--- src/common/imu_pkg.sv ---
package imu_pkg;

    // One IMU sample, quaternion first and then gyro
    // Field order here is also the order on the wire
    typedef struct packed {
        logic signed [15:0] quat_w;
        logic signed [15:0] quat_x;
        logic signed [15:0] quat_y;
        logic signed [15:0] quat_z;
        logic signed [15:0] gyro_x;
        logic signed [15:0] gyro_y;
        logic signed [15:0] gyro_z;
    } imu_sample_t;

    // First byte of every packet
    localparam logic [7:0] HEADER_BYTE = 8'hAA;

    // Header plus seven 16-bit values
    localparam int unsigned PACKET_BYTES = 15;

    // Formatter FSM
    // Header byte has its own state, the 14 data bytes share one
    typedef enum logic [1:0] {
        FMT_IDLE,
        FMT_SEND_HEADER,
        FMT_SEND_SENSOR
    } fmt_state_t;

    // SPI slave FSM
    // Idle while chip select is high, shifting while it is low
    typedef enum logic {
        SPI_IDLE,
        SPI_SHIFT
    } spi_state_t;

endpackage

--- src/formatter/sensor_data_formatter.sv ---
`timescale 1ns/1ps

module sensor_data_formatter (
    input  logic                 clk,
    input  logic                 rst_n,
    input  logic                 data_ready,
    input  imu_pkg::imu_sample_t sample,
    output logic                 tx_data_ready,
    output logic [7:0]           tx_data,
    input  logic                 tx_ack,
    output logic                 busy
);

    // Index of the last byte in the packet
    localparam logic [3:0] LAST_IDX = 4'(imu_pkg::PACKET_BYTES - 1);

    imu_pkg::fmt_state_t state;

    // Byte position inside the packet, 0 is the header
    logic [3:0] byte_idx;

    // Local copy of the sample for the whole packet
    imu_pkg::imu_sample_t sample_q;

    // Sample is taken once, when a packet starts
    // Capture may overwrite its copy while this one is sent
    always_ff @(posedge clk) begin
        if ((state == imu_pkg::FMT_IDLE) && data_ready) begin
            sample_q <= sample;
        end
    end

    // Byte mux
    // Header first, then each field low byte before high byte
    always_comb begin
        case (byte_idx)
            4'd0:    tx_data = imu_pkg::HEADER_BYTE;
            4'd1:    tx_data = sample_q.quat_w[7:0];
            4'd2:    tx_data = sample_q.quat_w[15:8];
            4'd3:    tx_data = sample_q.quat_x[7:0];
            4'd4:    tx_data = sample_q.quat_x[15:8];
            4'd5:    tx_data = sample_q.quat_y[7:0];
            4'd6:    tx_data = sample_q.quat_y[15:8];
            4'd7:    tx_data = sample_q.quat_z[7:0];
            4'd8:    tx_data = sample_q.quat_z[15:8];
            4'd9:    tx_data = sample_q.gyro_x[7:0];
            4'd10:   tx_data = sample_q.gyro_x[15:8];
            4'd11:   tx_data = sample_q.gyro_y[7:0];
            4'd12:   tx_data = sample_q.gyro_y[15:8];
            4'd13:   tx_data = sample_q.gyro_z[7:0];
            4'd14:   tx_data = sample_q.gyro_z[15:8];
            default: tx_data = 8'h00;
        endcase
    end

    // Packet FSM
    // Each byte is offered with tx_data_ready and held until acked
    // Ready goes low for one cycle between bytes
    always_ff @(posedge clk or negedge rst_n) begin
        if (!rst_n) begin
            state         <= imu_pkg::FMT_IDLE;
            byte_idx      <= 4'd0;
            tx_data_ready <= 1'b0;
            busy          <= 1'b0;
        end else begin
            case (state)
                imu_pkg::FMT_IDLE: begin
                    tx_data_ready <= 1'b0;
                    byte_idx      <= 4'd0;
                    if (data_ready) begin
                        // Busy rise tells capture the sample is taken
                        busy  <= 1'b1;
                        state <= imu_pkg::FMT_SEND_HEADER;
                    end
                end

                imu_pkg::FMT_SEND_HEADER: begin
                    if (!tx_data_ready) begin
                        // Header goes out one cycle after busy
                        tx_data_ready <= 1'b1;
                    end else if (tx_ack) begin
                        tx_data_ready <= 1'b0;
                        byte_idx      <= 4'd1;
                        state         <= imu_pkg::FMT_SEND_SENSOR;
                    end
                end

                imu_pkg::FMT_SEND_SENSOR: begin
                    if (!tx_data_ready) begin
                        tx_data_ready <= 1'b1;
                    end else if (tx_ack) begin
                        tx_data_ready <= 1'b0;
                        if (byte_idx == LAST_IDX) begin
                            // Ack of the last byte ends the packet
                            busy     <= 1'b0;
                            byte_idx <= 4'd0;
                            state    <= imu_pkg::FMT_IDLE;
                        end else begin
                            byte_idx <= byte_idx + 4'd1;
                        end
                    end
                end

                default: begin
                    tx_data_ready <= 1'b0;
                    busy          <= 1'b0;
                    byte_idx      <= 4'd0;
                    state         <= imu_pkg::FMT_IDLE;
                end
            endcase
        end
    end

endmodule

--- src/rtl/imu_spi_bridge_top.sv ---
`timescale 1ns/1ps

module imu_spi_bridge_top #(
    parameter int unsigned SYNC_STAGES = 2
) (
    input  logic               clk,
    input  logic               rst_n,
    input  logic               sample_strobe,
    input  logic               sample_valid,
    input  logic signed [15:0] quat_w,
    input  logic signed [15:0] quat_x,
    input  logic signed [15:0] quat_y,
    input  logic signed [15:0] quat_z,
    input  logic signed [15:0] gyro_x,
    input  logic signed [15:0] gyro_y,
    input  logic signed [15:0] gyro_z,
    input  logic               sclk,
    input  logic               cs_n,
    output logic               miso,
    output logic               busy,
    output logic [7:0]         drop_count
);

    imu_pkg::imu_sample_t sample_in;
    imu_pkg::imu_sample_t pending_sample;
    logic                 data_ready;

    // Formatter to SPI slave handshake
    logic       tx_data_ready;
    logic [7:0] tx_data;
    logic       tx_ack;

    // Input values gathered into one sample
    assign sample_in = '{
        quat_w: quat_w,
        quat_x: quat_x,
        quat_y: quat_y,
        quat_z: quat_z,
        gyro_x: gyro_x,
        gyro_y: gyro_y,
        gyro_z: gyro_z
    };

    sample_capture i_sample_capture (
        .clk            (clk),
        .rst_n          (rst_n),
        .sample_strobe  (sample_strobe),
        .sample_valid   (sample_valid),
        .sample_in      (sample_in),
        .formatter_busy (busy),
        .data_ready     (data_ready),
        .pending_sample (pending_sample),
        .drop_count     (drop_count)
    );

    sensor_data_formatter i_sensor_data_formatter (
        .clk           (clk),
        .rst_n         (rst_n),
        .data_ready    (data_ready),
        .sample        (pending_sample),
        .tx_data_ready (tx_data_ready),
        .tx_data       (tx_data),
        .tx_ack        (tx_ack),
        .busy          (busy)
    );

    // SPI pins cross into the clk domain inside the slave
    spi_tx_slave #(
        .SYNC_STAGES (SYNC_STAGES)
    ) i_spi_tx_slave (
        .clk           (clk),
        .rst_n         (rst_n),
        .sclk          (sclk),
        .cs_n          (cs_n),
        .miso          (miso),
        .tx_data_ready (tx_data_ready),
        .tx_data       (tx_data),
        .tx_ack        (tx_ack)
    );

endmodule

--- src/rtl/sample_capture.sv ---
`timescale 1ns/1ps

module sample_capture (
    input  logic                 clk,
    input  logic                 rst_n,
    input  logic                 sample_strobe,
    input  logic                 sample_valid,
    input  imu_pkg::imu_sample_t sample_in,
    input  logic                 formatter_busy,
    output logic                 data_ready,
    output imu_pkg::imu_sample_t pending_sample,
    output logic [7:0]           drop_count
);

    // Pending flag, drives data_ready directly
    logic pending;

    // Delayed copy of busy for edge detection
    logic busy_d;

    // Only strobes flagged valid are taken
    logic take_sample;

    // Formatter has latched the pending sample
    logic busy_rise;

    assign take_sample = sample_strobe && sample_valid;
    assign busy_rise   = formatter_busy && !busy_d;

    // Sample register, written on every valid strobe
    // A pending sample is simply overwritten by a newer one
    always_ff @(posedge clk) begin
        if (take_sample) begin
            pending_sample <= sample_in;
        end
    end

    always_ff @(posedge clk or negedge rst_n) begin
        if (!rst_n) begin
            pending    <= 1'b0;
            busy_d     <= 1'b0;
            drop_count <= 8'd0;
        end else begin
            busy_d <= formatter_busy;
            if (take_sample) begin
                // New sample keeps the flag set even on a busy edge
                pending <= 1'b1;
                // Overwrite of an untaken sample counts as a drop
                // On the busy edge the old one was already taken
                if (pending && !busy_rise) begin
                    // Counter sticks at its top value
                    if (drop_count != 8'hFF) begin
                        drop_count <= drop_count + 8'd1;
                    end
                end
            end else if (busy_rise) begin
                pending <= 1'b0;
            end
        end
    end

    assign data_ready = pending;

endmodule

--- src/spi_slave/spi_tx_slave.sv ---
`timescale 1ns/1ps

module spi_tx_slave #(
    parameter int unsigned SYNC_STAGES = 2
) (
    input  logic       clk,
    input  logic       rst_n,
    input  logic       sclk,
    input  logic       cs_n,
    output logic       miso,
    input  logic       tx_data_ready,
    input  logic [7:0] tx_data,
    output logic       tx_ack
);

    // Synchronizer chains, pin enters at bit 0
    logic [SYNC_STAGES-1:0] sclk_sync;
    logic [SYNC_STAGES-1:0] cs_sync;

    // Previous synchronized levels
    logic sclk_d;
    logic cs_d;

    logic sclk_rise;
    logic sclk_fall;
    logic cs_fall;
    logic cs_rise;

    imu_pkg::spi_state_t state;

    // Rising edges seen in the current byte, 0 to 8
    logic [3:0] bit_cnt;

    // Bytes loaded since chip select fell
    logic [3:0] byte_cnt;

    logic [7:0] shift_reg;

    // Load points and the byte taken from the formatter
    logic start_load;
    logic next_load;
    logic load;
    logic take;
    logic shift_en;

    assign sclk_rise = sclk_sync[SYNC_STAGES-1] && !sclk_d;
    assign sclk_fall = !sclk_sync[SYNC_STAGES-1] && sclk_d;
    assign cs_fall   = !cs_sync[SYNC_STAGES-1] && cs_d;
    assign cs_rise   = cs_sync[SYNC_STAGES-1] && !cs_d;

    // First byte of a frame loads as chip select falls
    assign start_load = (state == imu_pkg::SPI_IDLE) && cs_fall;

    // Next byte loads on the falling edge after the 8th rising edge
    // A frame carries one packet, so loading stops after its last byte
    assign next_load = (state == imu_pkg::SPI_SHIFT) && !cs_rise && sclk_fall &&
                       (bit_cnt == 4'd8) && (byte_cnt < 4'(imu_pkg::PACKET_BYTES));

    assign load     = start_load || next_load;
    assign take     = load && tx_data_ready;
    assign shift_en = (state == imu_pkg::SPI_SHIFT) && !cs_rise && sclk_fall && !next_load;

    // Shift register, MSB leaves first
    // Missing formatter data goes out as zeros
    always_ff @(posedge clk) begin
        if (load) begin
            shift_reg <= take ? tx_data : 8'h00;
        end else if (shift_en) begin
            shift_reg <= {shift_reg[6:0], 1'b0};
        end
    end

    always_ff @(posedge clk or negedge rst_n) begin
        if (!rst_n) begin
            // Mode 0 idle levels, clock low and select high
            sclk_sync <= '0;
            cs_sync   <= '1;
            sclk_d    <= 1'b0;
            cs_d      <= 1'b1;
            state     <= imu_pkg::SPI_IDLE;
            bit_cnt   <= 4'd0;
            byte_cnt  <= 4'd0;
            tx_ack    <= 1'b0;
        end else begin
            sclk_sync <= {sclk_sync[SYNC_STAGES-2:0], sclk};
            cs_sync   <= {cs_sync[SYNC_STAGES-2:0], cs_n};
            sclk_d    <= sclk_sync[SYNC_STAGES-1];
            cs_d      <= cs_sync[SYNC_STAGES-1];

            // One pulse per byte really taken
            tx_ack <= take;

            case (state)
                imu_pkg::SPI_IDLE: begin
                    if (cs_fall) begin
                        bit_cnt  <= 4'd0;
                        byte_cnt <= 4'd1;
                        state    <= imu_pkg::SPI_SHIFT;
                    end
                end

                imu_pkg::SPI_SHIFT: begin
                    if (cs_rise) begin
                        state <= imu_pkg::SPI_IDLE;
                    end else if (sclk_rise) begin
                        // Master samples here, count the bit
                        if (bit_cnt != 4'd8) begin
                            bit_cnt <= bit_cnt + 4'd1;
                        end
                    end else if (sclk_fall && (bit_cnt == 4'd8)) begin
                        bit_cnt <= 4'd0;
                        if (next_load) begin
                            byte_cnt <= byte_cnt + 4'd1;
                        end
                    end
                end

                default: begin
                    state <= imu_pkg::SPI_IDLE;
                end
            endcase
        end
    end

    // Line held low outside a frame
    assign miso = (state == imu_pkg::SPI_SHIFT) ? shift_reg[7] : 1'b0;

endmodule

--- config.mk ---
export PLATFORM = sky130hd
export DESIGN_NAME = imu_spi_bridge_top
export DESIGN_NICKNAME = d
export VERILOG_FILES = /design/src/common/imu_pkg.sv /design/src/formatter/sensor_data_formatter.sv /design/src/rtl/imu_spi_bridge_top.sv /design/src/rtl/sample_capture.sv /design/src/spi_slave/spi_tx_slave.sv
export SDC_FILE = /design/constraint.sdc
export NUM_CORES = 1
export LEC_CHECK = 0
export BUFFER_PORTS_ARGS = -buffer_cell sky130_fd_sc_hd__clkbuf_2
export CAP_MARGIN = 20
export CORE_ASPECT_RATIO = 1.25
export CORE_MARGIN = 10
export CORE_UTILIZATION = 45
export CTS_BUF_LIST = sky130_fd_sc_hd__clkbuf_8
export CTS_CLUSTER_DIAMETER = 100
export DETAILED_ROUTE_END_ITERATION = 12
export HOLD_SLACK_MARGIN = 0.03
export PLACE_DENSITY = 0.67
export SYNTH_ARGS = -nofsm -noshare
export SYNTH_HDL_FRONTEND = slang
export SYNTH_SLANG_ARGS = --single-unit
--- constraint.sdc ---
create_clock -name clk -period 7.3 [get_ports clk]
set_input_delay 0.73 -clock clk [delete_from_list [all_inputs] [get_ports clk]]
set_output_delay 0.73 -clock clk [all_outputs]
set_load 0.005 [all_outputs]
==> metrics <==
status finished, final reports clean; gr ovfl total 0; final net count 840; Yosys top cell by area edfxtp_1; Post-Synthesis Cells 560; Seq pwr share a little under three fifths; DR vias/cell 5.17; Final Slew Violations 0; maximum clock rate 0.382 GHz; Max FO, Critical Path 32; Sw Share 26.7%; Netlist cell types 55; Crit-path slowest cell dfrtp_1; sequential-to-total area share from yosys stat between 80% and 90%; P_sw ~0.0010 W; Detailed Route WL roughly 20000 µm; WP data arrival 2.89 ns; most common cell after layout, fill and taps aside edfxtp_1; worst-skew pair later-pin latency 0.54 ns; die area about 28000 µm²; # H-tree levels 2; Std-Cell Rows 60; chip height about 180 µm; Vias between 5000 and 6000; met1 usage 15.9%; HP Class input pin to flop; part of the cycle the worst path needs between 30% and 40%; antenna-violating nets left 0; core area roughly 21000 µm²; # IOs 128; Max IR drop VDD approximately 0.00019 V; warnings from Yosys 0; cts hold-fix bufs 0; Mean Syn Cell Area about 17 µm²; RePlAce Congestion between 0.8 and 0.9; most frequent cells in the layout edfxtp_1, clkbuf_2, clkbuf_8; top_reg_cell synth edfxtp_1; Crit. End Element flop; root buf cell clkbuf_8; #FFs+latches synth 266; EDFF count, synth 232; # resized after CTS 0; final instance area ~11000 µm²; Hold Fails Final Rpt 0; final setup fails 0; share of cells above drive strength 1 a little over a quarter; GR peak layer met2; met2 Usage GRT 24.5%; # port buffers approximately 130; top flop regs i_sample_capture.pending_sample (112), i_sensor_data_formatter.sample_q (112); setup_tns 0 ns; Clk pwr share between 20% and 30%; Internal Power 0.00278 W; worst-path cell chain nor2_1 > a32oi_1 > a22o_1 > o211ai_1 > a32o_1; global-route wire length before repair 30900 µm; TritonCTS Buffers a little over 40; GRT Total Usage 13.9%; Post-CTS Setup Inserts 0; worst slew pin tran roughly 1.1 ns; top-area cell type share of the netlist area slightly above 70%; DPL Wire Length around 14000 µm; Crit path required time about 7.6 ns; die width between 150 and 200 µm; CP Class flop to flop; min Tclk post-route between 2 and 3 ns; skew final roughly 0.023 ns; DRC Markers 0; Slew HR a little over a quarter; clock slew at reported path FFs 0.06 ns; 1st-pass router iterations 5; Syn Nets 685; max-capacitance violation count 0; Antenna Cells 0; Initial Utilization a little under half; Layout area overhead 16.9%; vias in the first global route 5690; max incr delay on CP 1.06 ns; RSZ-0062 raised after global routing false; Pleak ~4.2 nW; Synth area leaders edfxtp_1, dfrtp_1, mux2i_1; met3 usage 3.08%; CTS tree done; WL/cell 19.5 µm; CTS Buffer Depth 3; FILL cells 1779; synthesized area 9770 µm²; initial antenna violation count 0; fraction of registers with async set/reset between 10% and 20%; CTS Sinks ~270; startpoint types flop; PD cells around 330 nW/µm²; pin count of the biggest net entering global routing roughly 80; Cell Area, Placed approximately 11000 µm²; DR iter-0 viols between 300 and 400; combinational fraction of design power 13.7%
## power groups by stage
stage | Sequential, W | Clock, W | Combinational (W)
2_1_floorplan | 0.00215 | 0 | 0.000364
3_5_place_dp | 0.00219 | 0 | 0.000529
3_3_place_gp | 0.00219 | 0 | 0.000510
5_1_grt | 0.00219 | 0.00121 | 0.000582
4_1_cts | 0.00217 | 0.00114 | 0.000531
6_report | 0.00216 | 0.00110 | 0.000521
## critical path: cells and delay by family, from the launching register on
family,cells,cell delay (ns)
flip-flops,1,1.06
AO/OA/AOI/OAI,4,1.04
AND/OR/NAND/NOR,1,0.24
## synth_stat cells, types with 9 or more instances
cell / instances
a21oi_1: 17
a22oi_1: 9
buf_2: 11
dfrtp_1: 31
edfxtp_1: 232
inv_1: 14
mux2_2: 10
mux2i_1: 15
nand2_1: 27
nand3_1: 19
nor2_1: 12
nor2b_1: 9
nor3_1: 11
o21ai_0: 20
## area by class of cell
class                   count  area [µm²]  share of cell area, %
well taps                 279         349                   3.06
flip-flops and latches    266        7820                   68.5
clock inverters            33         174                   1.52
multi-input cells         260        1790                   15.6
clock buffers              41         564                   4.94
repair buffers            132         673                   5.89
inverters                  14        55.1                  0.482
## through the flow
step                power (W)  std cells  hold WS [ns]  util, %  setup WS [ns]
global placement      0.00270        951         0.343     49.8           4.73
finish                0.00379       1025         0.290     53.2           4.68
detailed placement    0.00272        951         0.341     49.8           4.63
floorplan             0.00252        560         0.331        -           3.60
global route          0.00398       1025         0.269     53.2           4.57
CTS                   0.00383       1025         0.269     53.2           4.69
## path summary, 6_finish.rpt
| path | from | end | slack [ns] | cells past startpoint |
|---|---|---|---|---|
| setup reg to reg | i_sensor_data_formatter.byte_idx[1] | i_spi_tx_slave.shift_reg[2] | 4.68 | 5 |
| hold / removal | cs_n | i_spi_tx_slave.cs_sync[0] | 0.29 | 1 |
| max in group asynchronous | rst_n | i_spi_tx_slave.bit_cnt[2] | 6.43 | 1 |
| setup / recovery | i_sensor_data_formatter.byte_idx[1] | i_spi_tx_slave.shift_reg[2] | 4.68 | 5 |
| hold reg to reg | i_spi_tx_slave.cs_sync[0] | i_spi_tx_slave.cs_sync[1] | 0.36 | 0 |
| min in group asynchronous | rst_n | i_sensor_data_formatter.byte_idx[1] | 0.30 | 1 |
## per-layer routing
| layer | wire (µm) | up-vias |
|---|---|---|
| met3 | 990 | 33 |
| met2 | 10500 | 165 |
| met5 | 0 | - |
| met1 | 7980 | 2600 |
| met4 | 465 | 0 |
| li1 | - | 2499 |
## cells by family (layout without fill, tap and decap cells)
family                   after synthesis  count (layout)  share of synthesized area, %
buffers and inverters                 34             220                          1.72
AO/OA/AOI/OAI                        101             101                          7.25
flip-flops                           266             266                          80.0
multiplexers                          27              27                          3.15
XOR/XNOR                               8               8                         0.717
AND/OR/NAND/NOR                      117             117                          6.25
adder cells (fa/ha/maj)                7               7                         0.896
No activity file was read; power rests on OpenSTA's default activity.
